`src/acq_pkg.sv`:
```
// acquisition datapath definitions
// sample widths, channel pair types and the config bus register map
`default_nettype none

package acq_pkg;

  ////////////////////////////////////////////////////////////////////////////
  // sample widths
  ////////////////////////////////////////////////////////////////////////////

  localparam int ADC_W    = 14;  // raw adc word
  localparam int DAC_W    = 14;  // dac word
  localparam int SUM_W    = 15;  // generator + controller sum, one guard bit
  localparam int N_CH     = 2;   // analog channels
  localparam int FILL_LSB = 2;   // unreliable adc lsbs, filled from the next bit

  ////////////////////////////////////////////////////////////////////////////
  // config bus and register map
  ////////////////////////////////////////////////////////////////////////////

  localparam int CFG_ADDR_W = 4;
  localparam int CFG_DATA_W = 32;

  // control register
  localparam logic [CFG_ADDR_W-1:0] CFG_CTRL_ADDR = '0;
  localparam int CTRL_LOOP_BIT = 0;  // digital loopback enable

  ////////////////////////////////////////////////////////////////////////////
  // types
  ////////////////////////////////////////////////////////////////////////////

  // one two's complement sample, same width on adc and dac side
  typedef logic signed [DAC_W-1:0] sample_t;

  // channel pair, ch_a sits in the upper half
  typedef struct packed {
    sample_t ch_a;
    sample_t ch_b;
  } sample_pair_t;

  // request side of the config bus, held stable while req is high
  typedef struct packed {
    logic [CFG_ADDR_W-1:0] addr;   // word address
    logic [CFG_DATA_W-1:0] wdata;  // write data
    logic                  we;     // 1 write, 0 read
  } cfg_req_t;

endpackage : acq_pkg

`default_nettype wire
```
`src/acq_top.sv`:
```
// fast analog datapath top
// config registers beside the adc capture and dac mixing pipelines
`timescale 1ns/1ps
`default_nettype none

module acq_top (
  // clock and reset
  input  wire                              adc_clk,      // adc clock
  input  wire                              reset_i,      // sync reset, active high
  // adc
  input  wire acq_pkg::sample_pair_t       adc_dat_i,    // raw adc pair
  // generator and controller
  input  wire acq_pkg::sample_pair_t       gen_dat_i,    // generator samples
  input  wire acq_pkg::sample_pair_t       pid_dat_i,    // controller samples
  // config bus
  input  wire                              cfg_req_i,    // request
  input  wire acq_pkg::cfg_req_t           cfg_bus_i,    // addr, wdata, we
  output logic                             cfg_ack_o,    // acknowledge
  output logic [acq_pkg::CFG_DATA_W-1:0]   cfg_rdata_o,  // read data
  // acquisition stream
  output acq_pkg::sample_pair_t            acq_dat_o,    // toward the scope
  // dac
  output acq_pkg::sample_pair_t            dac_dat_o,    // dac data
  output logic                             dac_reset_o   // dac reset
);

  import acq_pkg::*;

  logic         loop_en;  // digital loopback from control register
  sample_pair_t mix_dat;  // mixer stage 1, loopback source

  ////////////////////////////////////////////////////////////////////////////
  // configuration
  ////////////////////////////////////////////////////////////////////////////

  cfg_regs i_cfg_regs (
    .adc_clk     (adc_clk    ),
    .reset_i     (reset_i    ),
    .cfg_req_i   (cfg_req_i  ),
    .cfg_bus_i   (cfg_bus_i  ),
    .cfg_ack_o   (cfg_ack_o  ),
    .cfg_rdata_o (cfg_rdata_o),
    .loop_en_o   (loop_en    )
  );

  ////////////////////////////////////////////////////////////////////////////
  // adc capture and loopback
  ////////////////////////////////////////////////////////////////////////////

  adc_capture i_adc_capture (
    .adc_clk   (adc_clk  ),
    .reset_i   (reset_i  ),
    .adc_dat_i (adc_dat_i),
    .dac_dat_i (mix_dat  ),  // same word the dac gets one edge later
    .loop_en_i (loop_en  ),
    .acq_dat_o (acq_dat_o)
  );

  ////////////////////////////////////////////////////////////////////////////
  // dac mixing
  ////////////////////////////////////////////////////////////////////////////

  dac_mixer i_dac_mixer (
    .adc_clk     (adc_clk    ),
    .reset_i     (reset_i    ),
    .gen_dat_i   (gen_dat_i  ),
    .pid_dat_i   (pid_dat_i  ),
    .dac_dat_o   (dac_dat_o  ),
    .mix_dat_o   (mix_dat    ),
    .dac_reset_o (dac_reset_o)
  );

endmodule : acq_top

`default_nettype wire

```
`src/dac_mixer.sv`:
```
// dac mixing stage
// sums generator and controller samples per channel, saturates to 14 bits,
// registers twice toward the dac and registers the dac reset
`timescale 1ns/1ps
`default_nettype none

module dac_mixer (
  input  wire                          adc_clk,      // adc clock
  input  wire                          reset_i,      // sync reset, active high
  input  wire acq_pkg::sample_pair_t   gen_dat_i,    // generator samples
  input  wire acq_pkg::sample_pair_t   pid_dat_i,    // controller samples
  output acq_pkg::sample_pair_t        dac_dat_o,    // stage 2, to the dac pins
  output acq_pkg::sample_pair_t        mix_dat_o,    // stage 1, saturated sum
  output logic                         dac_reset_o   // dac reset, registered
);

  import acq_pkg::*;

  sample_t [N_CH-1:0] gen_arr;  // [1] ch_a, [0] ch_b
  sample_t [N_CH-1:0] pid_arr;
  sample_t [N_CH-1:0] sat_arr;  // clamped sums
  sample_pair_t       mix_q;    // stage 1
  sample_pair_t       dac_q;    // stage 2
  logic               dac_rst_q;

  ////////////////////////////////////////////////////////////////////////////
  // sum and saturation
  ////////////////////////////////////////////////////////////////////////////

  // add with one guard bit; top two bits differ on overflow
  function automatic sample_t sat_sum(input sample_t a, input sample_t b);
    logic signed [SUM_W-1:0] sum;
    sum = SUM_W'(a) + SUM_W'(b);  // sign extended operands
    if (sum[SUM_W-1] != sum[SUM_W-2])
      return {sum[SUM_W-1], {(DAC_W-1){~sum[SUM_W-1]}}};  // full scale, sign kept
    return sum[DAC_W-1:0];
  endfunction

  assign gen_arr = gen_dat_i;
  assign pid_arr = pid_dat_i;

  always_comb
  begin
    for (int i = 0; i < N_CH; i++)
      sat_arr[i] = sat_sum(gen_arr[i], pid_arr[i]);
  end

  ////////////////////////////////////////////////////////////////////////////
  // registers
  ////////////////////////////////////////////////////////////////////////////

  // stage 1, also feeds the loopback path
  always_ff @(posedge adc_clk)
  begin
    if (reset_i)
      mix_q <= '0;
    else
      mix_q <= sample_pair_t'(sat_arr);
  end

  // stage 2, output register at the dac
  always_ff @(posedge adc_clk)
  begin
    if (reset_i)
      dac_q <= '0;
    else
      dac_q <= mix_q;
  end

  // dac held in reset with the datapath, released one edge after
  always_ff @(posedge adc_clk)
  begin
    dac_rst_q <= reset_i;
  end

  assign mix_dat_o   = mix_q;
  assign dac_dat_o   = dac_q;
  assign dac_reset_o = dac_rst_q;

endmodule : dac_mixer

`default_nettype wire

```
`src/adc_capture.sv`:
```
// adc capture stage
// registers the raw adc pair with lsb fill, then selects adc or dac data
`timescale 1ns/1ps
`default_nettype none

module adc_capture (
  input  wire                          adc_clk,    // adc clock
  input  wire                          reset_i,    // sync reset, active high
  input  wire acq_pkg::sample_pair_t   adc_dat_i,  // raw adc pair, already parallel
  input  wire acq_pkg::sample_pair_t   dac_dat_i,  // mixer stage 1, for loopback
  input  wire                          loop_en_i,  // digital loopback enable
  output acq_pkg::sample_pair_t        acq_dat_o   // acquisition stream
);

  import acq_pkg::*;

  sample_t [N_CH-1:0] adc_raw;   // [1] ch_a, [0] ch_b
  sample_t [N_CH-1:0] adc_fill;  // low bits replaced
  sample_pair_t       adc_q;     // stage 1
  sample_pair_t       acq_q;     // stage 2

  // low bits are noisy on the converter, copy the first good bit down
  function automatic sample_t fill_lsb(input sample_t raw);
    return {raw[ADC_W-1:FILL_LSB], {FILL_LSB{raw[FILL_LSB]}}};
  endfunction

  ////////////////////////////////////////////////////////////////////////////
  // stage 1, input register
  ////////////////////////////////////////////////////////////////////////////

  assign adc_raw = adc_dat_i;  // pair viewed as channel array

  always_comb
  begin
    for (int i = 0; i < N_CH; i++)
      adc_fill[i] = fill_lsb(adc_raw[i]);  // per channel
  end

  always_ff @(posedge adc_clk)
  begin
    if (reset_i)
      adc_q <= '0;
    else
      adc_q <= sample_pair_t'(adc_fill);
  end

  ////////////////////////////////////////////////////////////////////////////
  // stage 2, loopback select
  ////////////////////////////////////////////////////////////////////////////

  // loopback takes the mixer word, which is already one register deep
  always_ff @(posedge adc_clk)
  begin
    if (reset_i)
      acq_q <= '0;
    else if (loop_en_i)
      acq_q <= dac_dat_i;  // dac words into the scope path
    else
      acq_q <= adc_q;      // captured adc words
  end

  assign acq_dat_o = acq_q;

endmodule : adc_capture

`default_nettype wire

```
`src/cfg_regs.sv`:
```
// config register block on a four-phase req/ack handshake
// holds the control register with the digital loopback enable
`timescale 1ns/1ps
`default_nettype none

module cfg_regs (
  input  wire                              adc_clk,      // adc clock
  input  wire                              reset_i,      // sync reset, active high
  input  wire                              cfg_req_i,    // request level
  input  wire acq_pkg::cfg_req_t           cfg_bus_i,    // addr, wdata, we
  output logic                             cfg_ack_o,    // acknowledge level
  output logic [acq_pkg::CFG_DATA_W-1:0]   cfg_rdata_o,  // valid while ack high
  output logic                             loop_en_o     // digital loopback
);

  import acq_pkg::*;

  logic                  ack_q;      // handshake state
  logic                  loop_q;     // loopback bit of the control register
  logic [CFG_DATA_W-1:0] rdata_q;    // read data, captured with the request
  logic                  req_new;    // req high, not yet acknowledged
  logic                  ctrl_hit;   // address decodes to control register
  logic                  ctrl_wr;    // write to control register this cycle
  logic [CFG_DATA_W-1:0] ctrl_word;  // control register after this request

  ////////////////////////////////////////////////////////////////////////////
  // request detection and decode
  ////////////////////////////////////////////////////////////////////////////

  // rising request, seen against the ack flag
  assign req_new  = cfg_req_i & ~ack_q;
  assign ctrl_hit = (cfg_bus_i.addr == CFG_CTRL_ADDR);
  assign ctrl_wr  = req_new & ctrl_hit & cfg_bus_i.we;

  // read value reflects a write in the same request
  always_comb
  begin
    ctrl_word = '0;  // unimplemented bits read zero
    if (ctrl_wr)
      ctrl_word[CTRL_LOOP_BIT] = cfg_bus_i.wdata[CTRL_LOOP_BIT];
    else
      ctrl_word[CTRL_LOOP_BIT] = loop_q;
  end

  ////////////////////////////////////////////////////////////////////////////
  // handshake and registers
  ////////////////////////////////////////////////////////////////////////////

  // ack rises one edge after req, falls one edge after req drops
  always_ff @(posedge adc_clk)
  begin
    if (reset_i)
      ack_q <= 1'b0;
    else if (req_new)
      ack_q <= 1'b1;  // request taken
    else if (ack_q && !cfg_req_i)
      ack_q <= 1'b0;  // master released req
  end

  // loopback enable, active from the cycle ack rises
  always_ff @(posedge adc_clk)
  begin
    if (reset_i)
      loop_q <= 1'b0;
    else if (ctrl_wr)
      loop_q <= cfg_bus_i.wdata[CTRL_LOOP_BIT];
  end

  // read data, other addresses return zero
  always_ff @(posedge adc_clk)
  begin
    if (reset_i)
      rdata_q <= '0;
    else if (req_new)
      rdata_q <= ctrl_hit ? ctrl_word : '0;
  end

  assign cfg_ack_o   = ack_q;
  assign cfg_rdata_o = rdata_q;
  assign loop_en_o   = loop_q;

endmodule : cfg_regs

`default_nettype wire

```
`config.mk`:
```
export PLATFORM = sky130hd
export DESIGN_NAME = acq_top
export DESIGN_NICKNAME = d
export VERILOG_FILES = /design/src/acq_pkg.sv /design/src/acq_top.sv /design/src/dac_mixer.sv /design/src/adc_capture.sv /design/src/cfg_regs.sv
export SDC_FILE = /design/constraint.sdc
export NUM_CORES = 1
export LEC_CHECK = 0
export BUFFER_PORTS_ARGS = -buffer_cell sky130_fd_sc_hd__buf_2
export CAP_MARGIN = 10
export CORE_UTILIZATION = 53
export DETAILED_ROUTE_END_ITERATION = 10
export PLACE_DENSITY_LB_ADDON = 0.12
export SETUP_SLACK_MARGIN = 0.2
export SYNTH_ARGS = -nofsm -noshare
export SYNTH_HDL_FRONTEND = slang
export SYNTH_SLANG_ARGS = --single-unit
```
`constraint.sdc`:
```
create_clock -name adc_clk -period 6.1 [get_ports adc_clk]
set_input_delay 0.61 -clock adc_clk [delete_from_list [all_inputs] [get_ports adc_clk]]
set_output_delay 0.61 -clock adc_clk [all_outputs]
set_load 0.03 [all_outputs]
```
==> metrics.txt <==
Worst-Margin Slew=1040 ps; DRT Wirelength=10.5 mm; Clk Latency, worst-skew pair=360 ps; CP max FO=13; setup TNS=0 ps; pin count of the biggest net entering global routing=102; Fmax=0.365 GHz; critical path cell sequence=buf_2 -> ha_1 -> fa_1 -> a21oi_1 -> o22ai_1 -> o21ai_1 -> a31oi_4 -> a31oi_4 -> a221oi_2; Startpoint Class=primary input; Die Span X=103 um; largest cells by area after synthesis=dfxtp_1, ha_1, nor2b_1; setup ws final=3360 ps; Setup Buffers After CTS=0; Final ANT Viol Nets=0; WL/cell=13.0 um; largest area contributor in the netlist=dfxtp_1; Pleak=2.93 nW; First-pass DRT Iterations=4; cts repair resizes=0; critical path endpoint category=flop; Seq. cell area=2240 um^2; Remaining DRCs=0; Setup WS pre-CTS=2990 ps; CP Depth=9; met3 GRT Util=4.27%; Clock Path Buffers=2; CP most frequent cell=a31oi_4; met2 Use GR=31.0%; Fillers=871; Post-synth EDFFs=0; Worst R2R Path Depth=3; met1 global-route usage=28.1%; CP required=6300 ps; Post-DP HPWL=8.03 mm; total number of vias=4068; # rows=36; Starting Density=54.9%; Worst EP arrival=2940 ps; status=finished clean; core area=9770 um^2; Pwr Total=1.72 mW; DRT iter0 DRCs=110; Hold Crit Class=primary input to flop; Total GRT Usage=20.2%; Final Critical Period=2740 ps; clock root buffer=clkbuf_8; post-route cell area=6220 um^2; nets=826; GRT busiest layer=met2; final core utilization=63.7%; Synth Warn #=0; post-cts hold buffer count=0; vias in the first global route=3557; post-synthesis register bit count=112; post-placement cell area=6020 um^2; peak supply drop=0.000120 V; Slew Limit Fails=0; Setup Skew=8.46 ps; Worst Path Buf+Inv=1; Pwr per Cell Area=276 nW/um^2; Yosys top cell area share=41.8%; grt ovf=0; Die Height=103 um; # port buffers=147; CP max-delay cell=a31oi_4; first-pass GRT wire length=16.5 mm; Clock transition at path regs=100 ps; initial antenna violation count=1; vias per cell=5.03; most frequent cell after synthesis=dfxtp_1; I/O pin cnt=214; hold path depth=2; syn avg cell area=9.98 um^2; final setup violation count=0; total CTS buffers=9; async set-reset flop share out of synthesis=0%; synthesis-to-finish area growth=15.9%; largest stage delay on the critical path=540 ps; Top FF cell, synth=dfxtp_1; RSZ-0062 raised after global routing=false; die area=10500 um^2; Final Non-Filler Cells=808; CTS tree=done; Worst Setup Path Type=primary input to flop; Max Cap Violations=0; dpl cells=793; Max-slew headroom=31.0%; most common library cells after synthesis=dfxtp_1, nor2b_1, nand2_1, nor2_1, buf_4; antenna cells=0; WHS=449 ps; Distinct cells, synth=60; synthesized instance count=538; Final Hold Fails=0; Final Cycle Share=44.9%; Post-Syn Area=5370 um^2; area of the multi-input gates=2820 um^2; kind of cell adding the most delay to the critical path=compound AO/OA/AOI/OAI gates; sequential area share after synthesis=41.8%; clk sink count=112; share of layout cells above drive strength 1=30.5%; H-tree levels=3; Placer Congestion=0.813
## layer usage
layer | routed length, um | up-vias
met5 | 0 | -
met4 | 105 | 0
li1 | - | 2056
met1 | 5010 | 1863
met2 | 4720 | 140
met3 | 680 | 9
## worst paths after layout
path / endpoint / slack, ps / startpoint
min reg2reg: i_adc_capture.acq_dat_o[21] / 470 / i_adc_capture.adc_q[21]
max reg2reg: i_cfg_regs.cfg_rdata_o[0] / 4610 / i_cfg_regs.loop_en_o
max: i_dac_mixer.mix_dat_o[5] / 3360 / gen_dat_i[0]
min: i_adc_capture.adc_q[20] / 450 / adc_dat_i[20]
## state kept, by name, indices dropped and copies added, names as in the netlist
name                     flops
i_dac_mixer.dac_dat_o       28
i_dac_mixer.mix_dat_o       28
i_cfg_regs.cfg_ack_o         1
i_adc_capture.adc_q         24
i_adc_capture.acq_dat_o     28
i_dac_mixer.dac_reset_o      1
i_cfg_regs.loop_en_o         1
i_cfg_regs.cfg_rdata_o       1
## where the power goes
| group | total (mW) | leakage (nW) | internal, mW | switching, mW |
|---|---|---|---|---|
| logic | 0.450 | 1.90 | 0.169 | 0.281 |
| registers | 0.826 | 0.928 | 0.800 | 0.0263 |
| clock network | 0.441 | 0.0997 | 0.196 | 0.245 |
## logic make-up after synthesis
| logic type | Yosys count | share of synthesized area [%] |
|---|---|---|
| buffers and inverters | 68 | 7.72 |
| AND/OR/NAND/NOR | 169 | 17.0 |
| multiplexers | 24 | 4.48 |
| AO/OA/AOI/OAI | 115 | 18.6 |
| flip-flops | 112 | 41.8 |
| adder cells (fa/ha/maj) | 31 | 7.51 |
| other | 1 | 0.0699 |
| XOR/XNOR | 18 | 2.94 |
## cell type report
cell class                      count  area share (%)
Tap cell                          133            2.67
Clock inverter                      6            1.25
Inverter                           13           0.784
Timing Repair Buffer              147            11.9
Sequential cell                   112            36.1
Clock buffer                        9            1.99
Multi-Input combinational cell    388            45.4
## placed cells by master (no fill, tap or decap), types with 5 or more instances in the layout
cell type	instances
xor2_1	9
o21ai_0	12
a221oi_2	11
buf_2	146
nand3_1	6
conb_1	31
nand4_1	5
dfxtp_1	111
ha_1	29
xnor2_1	9
mux2i_1	24
nor2_1	37
nand2_2	6
a211oi_2	5
a21oi_1	25
inv_1	12
a21o_1	20
clkbuf_8	9
nor2b_1	56
nand2_1	40
o21bai_1	5
Power figures use the tool's default switching activity.
